--- src/saleTerminalPkg.sv ---
// Catalog and basket sizes are fixed here and totals are kept in 16 bits without overflow detection
package saleTerminalPkg;

	localparam int numDigits = 4;
	localparam int numProducts = 12;
	localparam int basketDepth = 8;
	localparam int maxQuantity = 15;
	localparam int debounceCycles = 4;

	typedef logic [3:0] digitT;
	typedef logic [3:0] productIdT;
	typedef logic [15:0] priceT;
	typedef logic [3:0] quantityT;

	// Any code above nine shows as an unlit display
	localparam digitT blankDigit = 4'hF;

	// BCD codes with the first entered digit in the top nibble
	localparam logic [4*numDigits-1:0] productBarcode [numProducts] = '{
		16'h1001, 16'h1024, 16'h1234, 16'h2048, 16'h2222, 16'h3141,
		16'h4096, 16'h5005, 16'h6060, 16'h7777, 16'h8080, 16'h9999
	};
	localparam priceT productPrice [numProducts] = '{
		16'd15, 16'd40, 16'd120, 16'd8, 16'd55, 16'd314,
		16'd99, 16'd25, 16'd60, 16'd250, 16'd18, 16'd500
	};

	typedef enum logic [1:0] {stEntry, stQuantity, stInvalid} terminalStateT;
	typedef enum logic [1:0] {opNone, opAdd, opCancel, opClear} basketOpT;

	// Active low in segment order g f e d c b a
	function automatic logic [6:0] segmentOf(input digitT d);
		case (d)
			4'd0: return 7'b1000000;
			4'd1: return 7'b1111001;
			4'd2: return 7'b0100100;
			4'd3: return 7'b0110000;
			4'd4: return 7'b0011001;
			4'd5: return 7'b0010010;
			4'd6: return 7'b0000010;
			4'd7: return 7'b1111000;
			4'd8: return 7'b0000000;
			4'd9: return 7'b0010000;
			default: return 7'b1111111;
		endcase
	endfunction

endpackage

--- src/terminalIfs.sv ---
// Plain strobes and levels between the FSM and its blocks with no handshake or back-pressure

// Digit entry and the barcode register as seen by the lookup
interface barcodeIf;
	saleTerminalPkg::digitT digits [saleTerminalPkg::numDigits];
	logic [2:0] digitCount;
	logic complete;
	logic digitStrobe;
	saleTerminalPkg::digitT digitValue;
	logic clearBarcode;

	modport control (
		output digitStrobe, digitValue, clearBarcode,
		input digitCount, complete
	);
	modport entry (
		input digitStrobe, digitValue, clearBarcode,
		output digits, digitCount, complete
	);
	modport lookup (input digits, complete);
endinterface

// One command per cycle and op idles at opNone
interface basketCmdIf;
	saleTerminalPkg::basketOpT op;
	saleTerminalPkg::productIdT productId;
	saleTerminalPkg::priceT price;
	saleTerminalPkg::quantityT quantity;

	modport master (output op, productId, price, quantity);
	modport slave (input op, productId, price, quantity);
endinterface

--- src/buttonController.sv ---
// KEY is active low and a press pulses about six cycles after the edge while SW is synchronized only
module buttonController (
	input logic CLOCK_50,
	input logic arstN,
	input logic [3:0] KEY,
	input logic [2:0] SW,
	output logic [3:0] keyPulse,
	output logic [2:0] cleanSw
);

	logic [3:0] keyMeta;
	logic [3:0] keySync;
	logic [3:0] keyStable;
	logic [2:0] swMeta;
	logic [2:0] stableCnt [4];

	always_ff @(posedge CLOCK_50 or negedge arstN) begin
		if (!arstN) begin
			keyMeta <= '1;
			keySync <= '1;
			keyStable <= '1;
			keyPulse <= '0;
			swMeta <= '0;
			cleanSw <= '0;
			for (int i = 0; i < 4; i++) begin
				stableCnt[i] <= '0;
			end
		end else begin
			keyMeta <= KEY;
			keySync <= keyMeta;
			swMeta <= SW;
			cleanSw <= swMeta;
			keyPulse <= '0;
			for (int i = 0; i < 4; i++) begin
				// Count consecutive samples that differ from the accepted level
				if (keySync[i] == keyStable[i]) begin
					stableCnt[i] <= '0;
				end else if (int'(stableCnt[i]) == saleTerminalPkg::debounceCycles - 1) begin
					stableCnt[i] <= '0;
					keyStable[i] <= keySync[i];
					// Pulse on press only
					keyPulse[i] <= !keySync[i];
				end else begin
					stableCnt[i] <= stableCnt[i] + 3'd1;
				end
			end
		end
	end

	singlePulse: assert property (@(posedge CLOCK_50) disable iff (!arstN)
		(keyPulse & $past(keyPulse)) == 4'b0000);

endmodule

--- src/barcodeEntry.sv ---
// Digits above nine and digits past the fourth are dropped and empty positions stay dark
module barcodeEntry (
	input logic CLOCK_50,
	input logic arstN,
	barcodeIf.entry bc,
	output logic [6:0] HEX0,
	output logic [6:0] HEX1,
	output logic [6:0] HEX2,
	output logic [6:0] HEX3
);

	logic accept;
	logic [6:0] hexOut [saleTerminalPkg::numDigits];

	assign accept = bc.digitStrobe && (bc.digitValue < 4'd10)
		&& (int'(bc.digitCount) < saleTerminalPkg::numDigits);

	always_ff @(posedge CLOCK_50 or negedge arstN) begin
		if (!arstN) begin
			bc.digitCount <= '0;
		end else if (bc.clearBarcode) begin
			bc.digitCount <= '0;
		end else if (accept) begin
			bc.digitCount <= bc.digitCount + 3'd1;
		end
	end

	// Newest digit lands in position 0 and older ones move left
	always_ff @(posedge CLOCK_50) begin
		if (accept) begin
			bc.digits[0] <= bc.digitValue;
			for (int i = 1; i < saleTerminalPkg::numDigits; i++) begin
				bc.digits[i] <= bc.digits[i-1];
			end
		end
	end

	assign bc.complete = (int'(bc.digitCount) == saleTerminalPkg::numDigits);

	always_comb begin
		for (int i = 0; i < saleTerminalPkg::numDigits; i++) begin
			hexOut[i] = saleTerminalPkg::segmentOf((int'(bc.digitCount) > i) ?
				bc.digits[i] : saleTerminalPkg::blankDigit);
		end
	end

	assign HEX0 = hexOut[0];
	assign HEX1 = hexOut[1];
	assign HEX2 = hexOut[2];
	assign HEX3 = hexOut[3];

	countBound: assert property (@(posedge CLOCK_50) disable iff (!arstN)
		int'(bc.digitCount) <= saleTerminalPkg::numDigits);

endmodule

--- src/productCatalog.sv ---
// Purely combinational and the outputs mean something only while valid is high
module productCatalog (
	barcodeIf.lookup bc,
	output saleTerminalPkg::productIdT productId,
	output saleTerminalPkg::priceT price,
	output logic valid
);

	logic [4*saleTerminalPkg::numDigits-1:0] code;
	logic [saleTerminalPkg::numProducts-1:0] hit;

	// Oldest digit ends up in the top nibble
	always_comb begin
		for (int i = 0; i < saleTerminalPkg::numDigits; i++) begin
			code[4*i +: 4] = bc.digits[i];
		end
	end

	always_comb begin
		productId = '0;
		price = '0;
		for (int p = 0; p < saleTerminalPkg::numProducts; p++) begin
			hit[p] = (code == saleTerminalPkg::productBarcode[p]);
		end
		for (int p = 0; p < saleTerminalPkg::numProducts; p++) begin
			if (hit[p]) begin
				productId = 4'(p);
				price = saleTerminalPkg::productPrice[p];
			end
		end
	end

	// Duplicate codes in the table would count as unknown
	assign valid = bc.complete && $onehot(hit);

endmodule

--- src/terminalFsm.sv ---
// Acts on key pulses one cycle later and issues at most one basket command per pulse
module terminalFsm (
	input logic CLOCK_50,
	input logic arstN,
	input logic [3:0] keyPulse,
	input logic [2:0] cleanSw,
	barcodeIf.control bc,
	input logic valid,
	input saleTerminalPkg::productIdT productId,
	input saleTerminalPkg::priceT price,
	basketCmdIf.master cmd,
	output saleTerminalPkg::terminalStateT state
);

	logic cmdMode;
	logic [1:0] keyIdx;

	assign cmdMode = cleanSw[0];

	// Lowest pressed key wins
	always_comb begin
		keyIdx = 2'd0;
		for (int k = 3; k >= 0; k--) begin
			if (keyPulse[k]) keyIdx = 2'(k);
		end
	end

	always_ff @(posedge CLOCK_50 or negedge arstN) begin
		if (!arstN) begin
			state <= saleTerminalPkg::stEntry;
			cmd.op <= saleTerminalPkg::opNone;
			bc.digitStrobe <= 1'b0;
			bc.clearBarcode <= 1'b0;
		end else begin
			cmd.op <= saleTerminalPkg::opNone;
			bc.digitStrobe <= 1'b0;
			bc.clearBarcode <= 1'b0;
			case (state)
				saleTerminalPkg::stEntry: begin
					// A clear still in flight leaves complete high for one cycle
					if (bc.complete && !bc.clearBarcode) begin
						state <= valid ? saleTerminalPkg::stQuantity : saleTerminalPkg::stInvalid;
					end else if (!cmdMode) begin
						bc.digitStrobe <= |keyPulse;
					end else if (keyPulse[2]) begin
						cmd.op <= saleTerminalPkg::opCancel;
					end else if (keyPulse[3]) begin
						if (bc.digitCount != 3'd0) bc.clearBarcode <= 1'b1;
						else cmd.op <= saleTerminalPkg::opClear;
					end
				end
				saleTerminalPkg::stQuantity: begin
					if (cmdMode && (keyPulse[0] || keyPulse[3])) begin
						if (keyPulse[0]) cmd.op <= saleTerminalPkg::opAdd;
						bc.clearBarcode <= 1'b1;
						state <= saleTerminalPkg::stEntry;
					end
				end
				saleTerminalPkg::stInvalid: begin
					if (cmdMode && keyPulse[3]) begin
						bc.clearBarcode <= 1'b1;
						state <= saleTerminalPkg::stEntry;
					end
				end
				default: state <= saleTerminalPkg::stEntry;
			endcase
		end
	end

	// Product is tracked while in entry and held through quantity setting
	always_ff @(posedge CLOCK_50) begin
		bc.digitValue <= {cleanSw[2:1], keyIdx};
		if (state == saleTerminalPkg::stEntry) begin
			cmd.productId <= productId;
			cmd.price <= price;
			cmd.quantity <= 4'd1;
		end else if (state == saleTerminalPkg::stQuantity && cmdMode && keyPulse[1]
				&& cmd.quantity != 4'(saleTerminalPkg::maxQuantity)) begin
			cmd.quantity <= cmd.quantity + 4'd1;
		end
	end

	addNeedsValid: assert property (@(posedge CLOCK_50) disable iff (!arstN)
		cmd.op == saleTerminalPkg::opAdd |-> valid);

endmodule

--- src/basketController.sv ---
// Adds to a full basket with a new product are dropped and the total follows the lines by one cycle
module basketController (
	input logic CLOCK_50,
	input logic arstN,
	basketCmdIf.slave cmd,
	output logic [3:0] lineCount,
	output logic full,
	output saleTerminalPkg::priceT totalPrice
);

	saleTerminalPkg::productIdT lineId [saleTerminalPkg::basketDepth];
	saleTerminalPkg::quantityT lineQty [saleTerminalPkg::basketDepth];
	saleTerminalPkg::priceT linePrice [saleTerminalPkg::basketDepth];
	logic hit;
	logic [2:0] hitIdx;
	logic [4:0] qtySum;
	saleTerminalPkg::priceT sum;

	assign full = (int'(lineCount) == saleTerminalPkg::basketDepth);

	// Oldest line holding the same product
	always_comb begin
		hit = 1'b0;
		hitIdx = 3'd0;
		for (int i = saleTerminalPkg::basketDepth - 1; i >= 0; i--) begin
			if (i < int'(lineCount) && lineId[i] == cmd.productId) begin
				hit = 1'b1;
				hitIdx = 3'(i);
			end
		end
	end

	assign qtySum = {1'b0, lineQty[hitIdx]} + {1'b0, cmd.quantity};

	always_ff @(posedge CLOCK_50 or negedge arstN) begin
		if (!arstN) begin
			lineCount <= '0;
		end else begin
			case (cmd.op)
				saleTerminalPkg::opAdd: if (!hit && !full) lineCount <= lineCount + 4'd1;
				saleTerminalPkg::opCancel: if (lineCount != 4'd0) lineCount <= lineCount - 4'd1;
				saleTerminalPkg::opClear: lineCount <= '0;
				default: lineCount <= lineCount;
			endcase
		end
	end

	always_ff @(posedge CLOCK_50) begin
		if (cmd.op == saleTerminalPkg::opAdd) begin
			if (hit) begin
				lineQty[hitIdx] <= (int'(qtySum) > saleTerminalPkg::maxQuantity) ?
					4'(saleTerminalPkg::maxQuantity) : qtySum[3:0];
			end else if (!full) begin
				lineId[lineCount[2:0]] <= cmd.productId;
				lineQty[lineCount[2:0]] <= cmd.quantity;
				linePrice[lineCount[2:0]] <= cmd.price;
			end
		end
	end

	always_comb begin
		sum = '0;
		for (int i = 0; i < saleTerminalPkg::basketDepth; i++) begin
			if (i < int'(lineCount)) sum = sum + 16'(lineQty[i]) * linePrice[i];
		end
	end

	always_ff @(posedge CLOCK_50 or negedge arstN) begin
		if (!arstN) totalPrice <= '0;
		else totalPrice <= sum;
	end

	depthBound: assert property (@(posedge CLOCK_50) disable iff (!arstN)
		int'(lineCount) <= saleTerminalPkg::basketDepth);

endmodule

--- src/saleTerminal.sv ---
// Board top with active-low KEY and SW[0] choosing digit or command mode and LEDR bits 3 and 8 unused
module saleTerminal (
	input logic CLOCK_50,
	input logic arstN,
	input logic [3:0] KEY,
	input logic [2:0] SW,
	output logic [6:0] HEX0,
	output logic [6:0] HEX1,
	output logic [6:0] HEX2,
	output logic [6:0] HEX3,
	output logic [9:0] LEDR,
	output logic [15:0] totalPrice
);

	logic [3:0] keyPulse;
	logic [2:0] cleanSw;
	logic valid;
	saleTerminalPkg::productIdT productId;
	saleTerminalPkg::priceT price;
	saleTerminalPkg::terminalStateT state;
	logic [3:0] lineCount;
	logic full;

	barcodeIf bc ();
	basketCmdIf cmd ();

	buttonController buttonControllerInst (
		.CLOCK_50(CLOCK_50),
		.arstN(arstN),
		.KEY(KEY),
		.SW(SW),
		.keyPulse(keyPulse),
		.cleanSw(cleanSw)
	);

	barcodeEntry barcodeEntryInst (
		.CLOCK_50(CLOCK_50),
		.arstN(arstN),
		.bc(bc.entry),
		.HEX0(HEX0),
		.HEX1(HEX1),
		.HEX2(HEX2),
		.HEX3(HEX3)
	);

	productCatalog productCatalogInst (
		.bc(bc.lookup),
		.productId(productId),
		.price(price),
		.valid(valid)
	);

	terminalFsm terminalFsmInst (
		.CLOCK_50(CLOCK_50),
		.arstN(arstN),
		.keyPulse(keyPulse),
		.cleanSw(cleanSw),
		.bc(bc.control),
		.valid(valid),
		.productId(productId),
		.price(price),
		.cmd(cmd.master),
		.state(state)
	);

	basketController basketControllerInst (
		.CLOCK_50(CLOCK_50),
		.arstN(arstN),
		.cmd(cmd.slave),
		.lineCount(lineCount),
		.full(full),
		.totalPrice(totalPrice)
	);

	// State shown one-hot
	assign LEDR[0] = (state == saleTerminalPkg::stEntry);
	assign LEDR[1] = (state == saleTerminalPkg::stQuantity);
	assign LEDR[2] = (state == saleTerminalPkg::stInvalid);
	assign LEDR[3] = 1'b0;
	assign LEDR[7:4] = lineCount;
	assign LEDR[8] = 1'b0;
	assign LEDR[9] = full;

endmodule

--- config.mk ---
export PLATFORM = sky130hd
export DESIGN_NAME = saleTerminal
export DESIGN_NICKNAME = d
export VERILOG_FILES = /design/src/saleTerminalPkg.sv /design/src/terminalIfs.sv /design/src/buttonController.sv /design/src/barcodeEntry.sv /design/src/productCatalog.sv /design/src/terminalFsm.sv /design/src/basketController.sv /design/src/saleTerminal.sv
export SDC_FILE = /design/constraint.sdc
export NUM_CORES = 1
export LEC_CHECK = 0
export BUFFER_PORTS_ARGS = -buffer_cell sky130_fd_sc_hd__buf_4
export CAP_MARGIN = 10
export CORE_MARGIN = 5
export CORE_UTILIZATION = 45
export CTS_BUF_LIST = sky130_fd_sc_hd__clkbuf_16
export DETAILED_ROUTE_END_ITERATION = 10
export GPL_TIMING_DRIVEN = 1
export PLACE_DENSITY = 0.65
export SYNTH_ARGS = -nofsm -noshare
export SYNTH_HDL_FRONTEND = slang
export SYNTH_SLANG_ARGS = --single-unit
--- constraint.sdc ---
create_clock -name CLOCK_50 -period 18.7 [get_ports CLOCK_50]
set_input_delay 3.74 -clock CLOCK_50 [delete_from_list [all_inputs] [get_ports CLOCK_50]]
set_output_delay 3.74 -clock CLOCK_50 [all_outputs]
set_load 0.02 [all_outputs]
==> results.ini <==
[finish]
drive_above_1_share_pct = 7.93
antenna_cells = 0
fin_util_pct = 49.2
final_cell_area_um2 = 25200
area_growth_pct = 8.60
final_nets = 2934
instances_no_fill = 3202
layout_common_cells = inv_1, nand2_1, ha_1
final_common_cell = inv_1

[timing]
finalSetupViolCount = 0
drv_slew = 0
clock_skew_ns = 0.0315
worstMarginPinSlew_ns = 1.17
maxSlewHeadroom_pct = 22.1
fmax_ghz = 0.0635
hold_viol = 0
finalCritPeriodShare_pct = 84.2
fin_setup_tns_ns = 0
rsz0062_at_grt = false
min_period_ns = 15.74
whs_ns = 0.342

[floorplanning]
io-pin-count = 63
die-area_um2 = 56200
design.core.area_um2 = 51200
die_height_um = 237
fp.dieW_um = 237
initial_core_util_pct = 45.3
rows = 83

[yosys]
ys.flop_type = edfxtp_1
synthCells = 2475
ys_seq_elements = 236
ys_types = 84
async_reset_ff_share_pct = 26.7
synth-seq-area-share_pct = 28.9
avgSynthCellArea_um2 = 9.37
yosysWarningCount = 0
syn-cell-area_um2 = 23200
synth_edf_count = 165

[global_routing]
grt_pass1_vias = 17700
grt_max_degree = 64
antenna_found_initial = 1
grt_usage_pct = 20.7
grt_pass1_wl_um = 94200
grt_overflow = 0

[clocking]
numCtsBuffers = 25
post_cts_resized = 0
cts.sinks = 236
cts.clk_slew.worst_paths_ns = 0.06
ctsHoldBuffers = 0
cts_tree = yes
postCtsSetupRepairBufs = 0
cts-root-buf = clkbuf_16
htree_levels = 1
clk_latency_ns = 0.55
cts_buffer_depth = 3

[route]
wl_met2_um = 27300
drt_first_iter_violations = 1236
vias_per_cell = 5.48
first_pass_iters = 5
drc = 0
dr_total_vias = 17600
antenna_left = 0
wirelength_met1_um = 25900
post_drt_wl_per_cell_um = 18.3
met3WireLength_um = 3820
totalWireLength_um = 58700
maxUsedRoutingLayer = met4

[worst_hold_path]
whs_endpoint = terminalFsmInst.bc.digitValue[3]
min_path_type = register to register
hp-start = buttonControllerInst.cleanSw[2]
min_delay_path_depth = 0

[placed_design]
place.gp.congestion = 0.963
numPortBuffers = 60
placed_area_um2 = 24300
place.detailed.hpwl_um = 46800
placed_cells_incl_taps = 3157

[worst_setup_path]
cp_max_fo = 10
worst_setup_path_start_kind = register
r2r-end = basketControllerInst.totalPrice[15]
crit_type = register to register
cp_common_cell = fa_1
r2r_cells = 62
end_kind = register
r2r_setup_slack_ns = 2.96
worst_ep_required_time_ns = 19.11
rr_startpoint = basketControllerInst.lineQty[0][1]
arrival_ns = 16.16
cp_slowest_stage_delay_ns = 0.55
slowest_stage = fa_1

[flow_run]
cap_violations = 0

[power_and_ir_drop]
p_per_area_nw_per_um2 = 58.3
leakage_nw = 11.9
vdd_drop_max_uv = 77.1

[outcome]
run_status = finished clean

-- report_power, final --
part	leakage (nW)	switching (mW)	internal, mW	total (mW)
Combinational	9.08	0.139	0.0982	0.237
Sequential	2.40	0.0880	0.627	0.715
Clock	0.402	0.213	0.303	0.515
-- sequential cells by signal, summed over array words and instances (netlist names), 9 cells and up --
signal	count
basketControllerInst.linePrice	72
terminalFsmInst.cmd.price	9
basketControllerInst.lineId	32
barcodeEntryInst.bc.digits	16
basketControllerInst.lineQty	32
buttonControllerInst.stableCnt	12
basketControllerInst.totalPrice	16
-- routing by layer --
layer  GRT usage [%]  vias to the layer above
met4            5.70                        0
met3            2.95                      103
met5               0                        -
li1                -                     8319
met2            34.4                      563
met1            28.4                     8573
-- cell type report --
class,instances,area [µm²]
Clock buffer,25,626
Multi-Input combinational cell,1823,14900
Timing Repair Buffer,78,586
Sequential cell,236,6710
Fill cell,4774,26000
Tap cell,680,851
Inverter,340,1280
Clock inverter,20,235
-- worst max-delay path: cells and delay by family, from the launching register on --
| kind | cells | cell delay (ns) |
|---|---|---|
| xor gates and xnor gates | 6 | 0.89 |
| and+or+nand+nor | 10 | 1.41 |
| muxes | 4 | 0.88 |
| adders and majority gates | 17 | 7.18 |
| DFF | 1 | 0.51 |
| AOI/OAI and AO/OA | 21 | 4.49 |
| buffers and inverters | 4 | 0.25 |
-- cell families after synthesis --
| logic type | Yosys count | synth area share (%) |
|---|---|---|
| adders and majority gates | 421 | 28.9 |
| muxes | 48 | 2.23 |
| and+or+nand+nor | 803 | 16.6 |
| buffers and inverters | 417 | 6.86 |
| xor gates and xnor gates | 116 | 4.48 |
| AOI/OAI and AO/OA | 433 | 12.1 |
| DFF | 236 | 28.9 |
| other | 1 | 0.0162 |
-- per-stage QoR --
stage,power (mW),setup WS (ns)
2_1_floorplan,0.843,4.78
3_3_place_gp,0.957,3.51
3_5_place_dp,0.966,3.06
4_1_cts,1.49,2.98
5_1_grt,1.54,1.97
6_report,1.47,2.96
-- Yosys cell counts, drive strengths merged, types with 15 or more instances --
cell / n / area share, %
a211oi: 19 / 0.68
clkbuf: 64 / 1.0
nor2b: 29 / 0.81
inv: 340 / 5.5
or3: 15 / 0.40
mux2: 29 / 1.4
edfxtp: 165 / 21
nor2: 153 / 2.5
dfrtp: 51 / 5.5
o21a: 30 / 0.97
xor2: 43 / 1.7
xnor2: 73 / 2.8
nand2: 303 / 4.9
nand2b: 27 / 0.76
nor3: 48 / 1.0
nand3: 39 / 0.84
mux2i: 19 / 0.82
a21o: 38 / 1.2
a21oi: 131 / 2.9
fa: 190 / 16
o21ai: 107 / 2.3
ha: 231 / 12
and2: 123 / 3.3
-- how the worst max path moves through the flow --
stage,from,end,slack [ns],cells after the start
2_1_floorplan,basketControllerInst.lineQty[0][1],basketControllerInst.totalPrice[15],4.78,62
3_3_place_gp,basketControllerInst.lineQty[0][1],basketControllerInst.totalPrice[15],3.51,64
3_5_place_dp,basketControllerInst.lineQty[0][2],basketControllerInst.totalPrice[15],3.06,62
4_1_cts,basketControllerInst.lineQty[0][2],basketControllerInst.totalPrice[15],2.98,62
5_1_grt,basketControllerInst.lineQty[0][1],basketControllerInst.totalPrice[15],1.97,63
6_report,basketControllerInst.lineQty[0][1],basketControllerInst.totalPrice[15],2.96,62
Note: power is estimated with default switching activity, not from simulation.
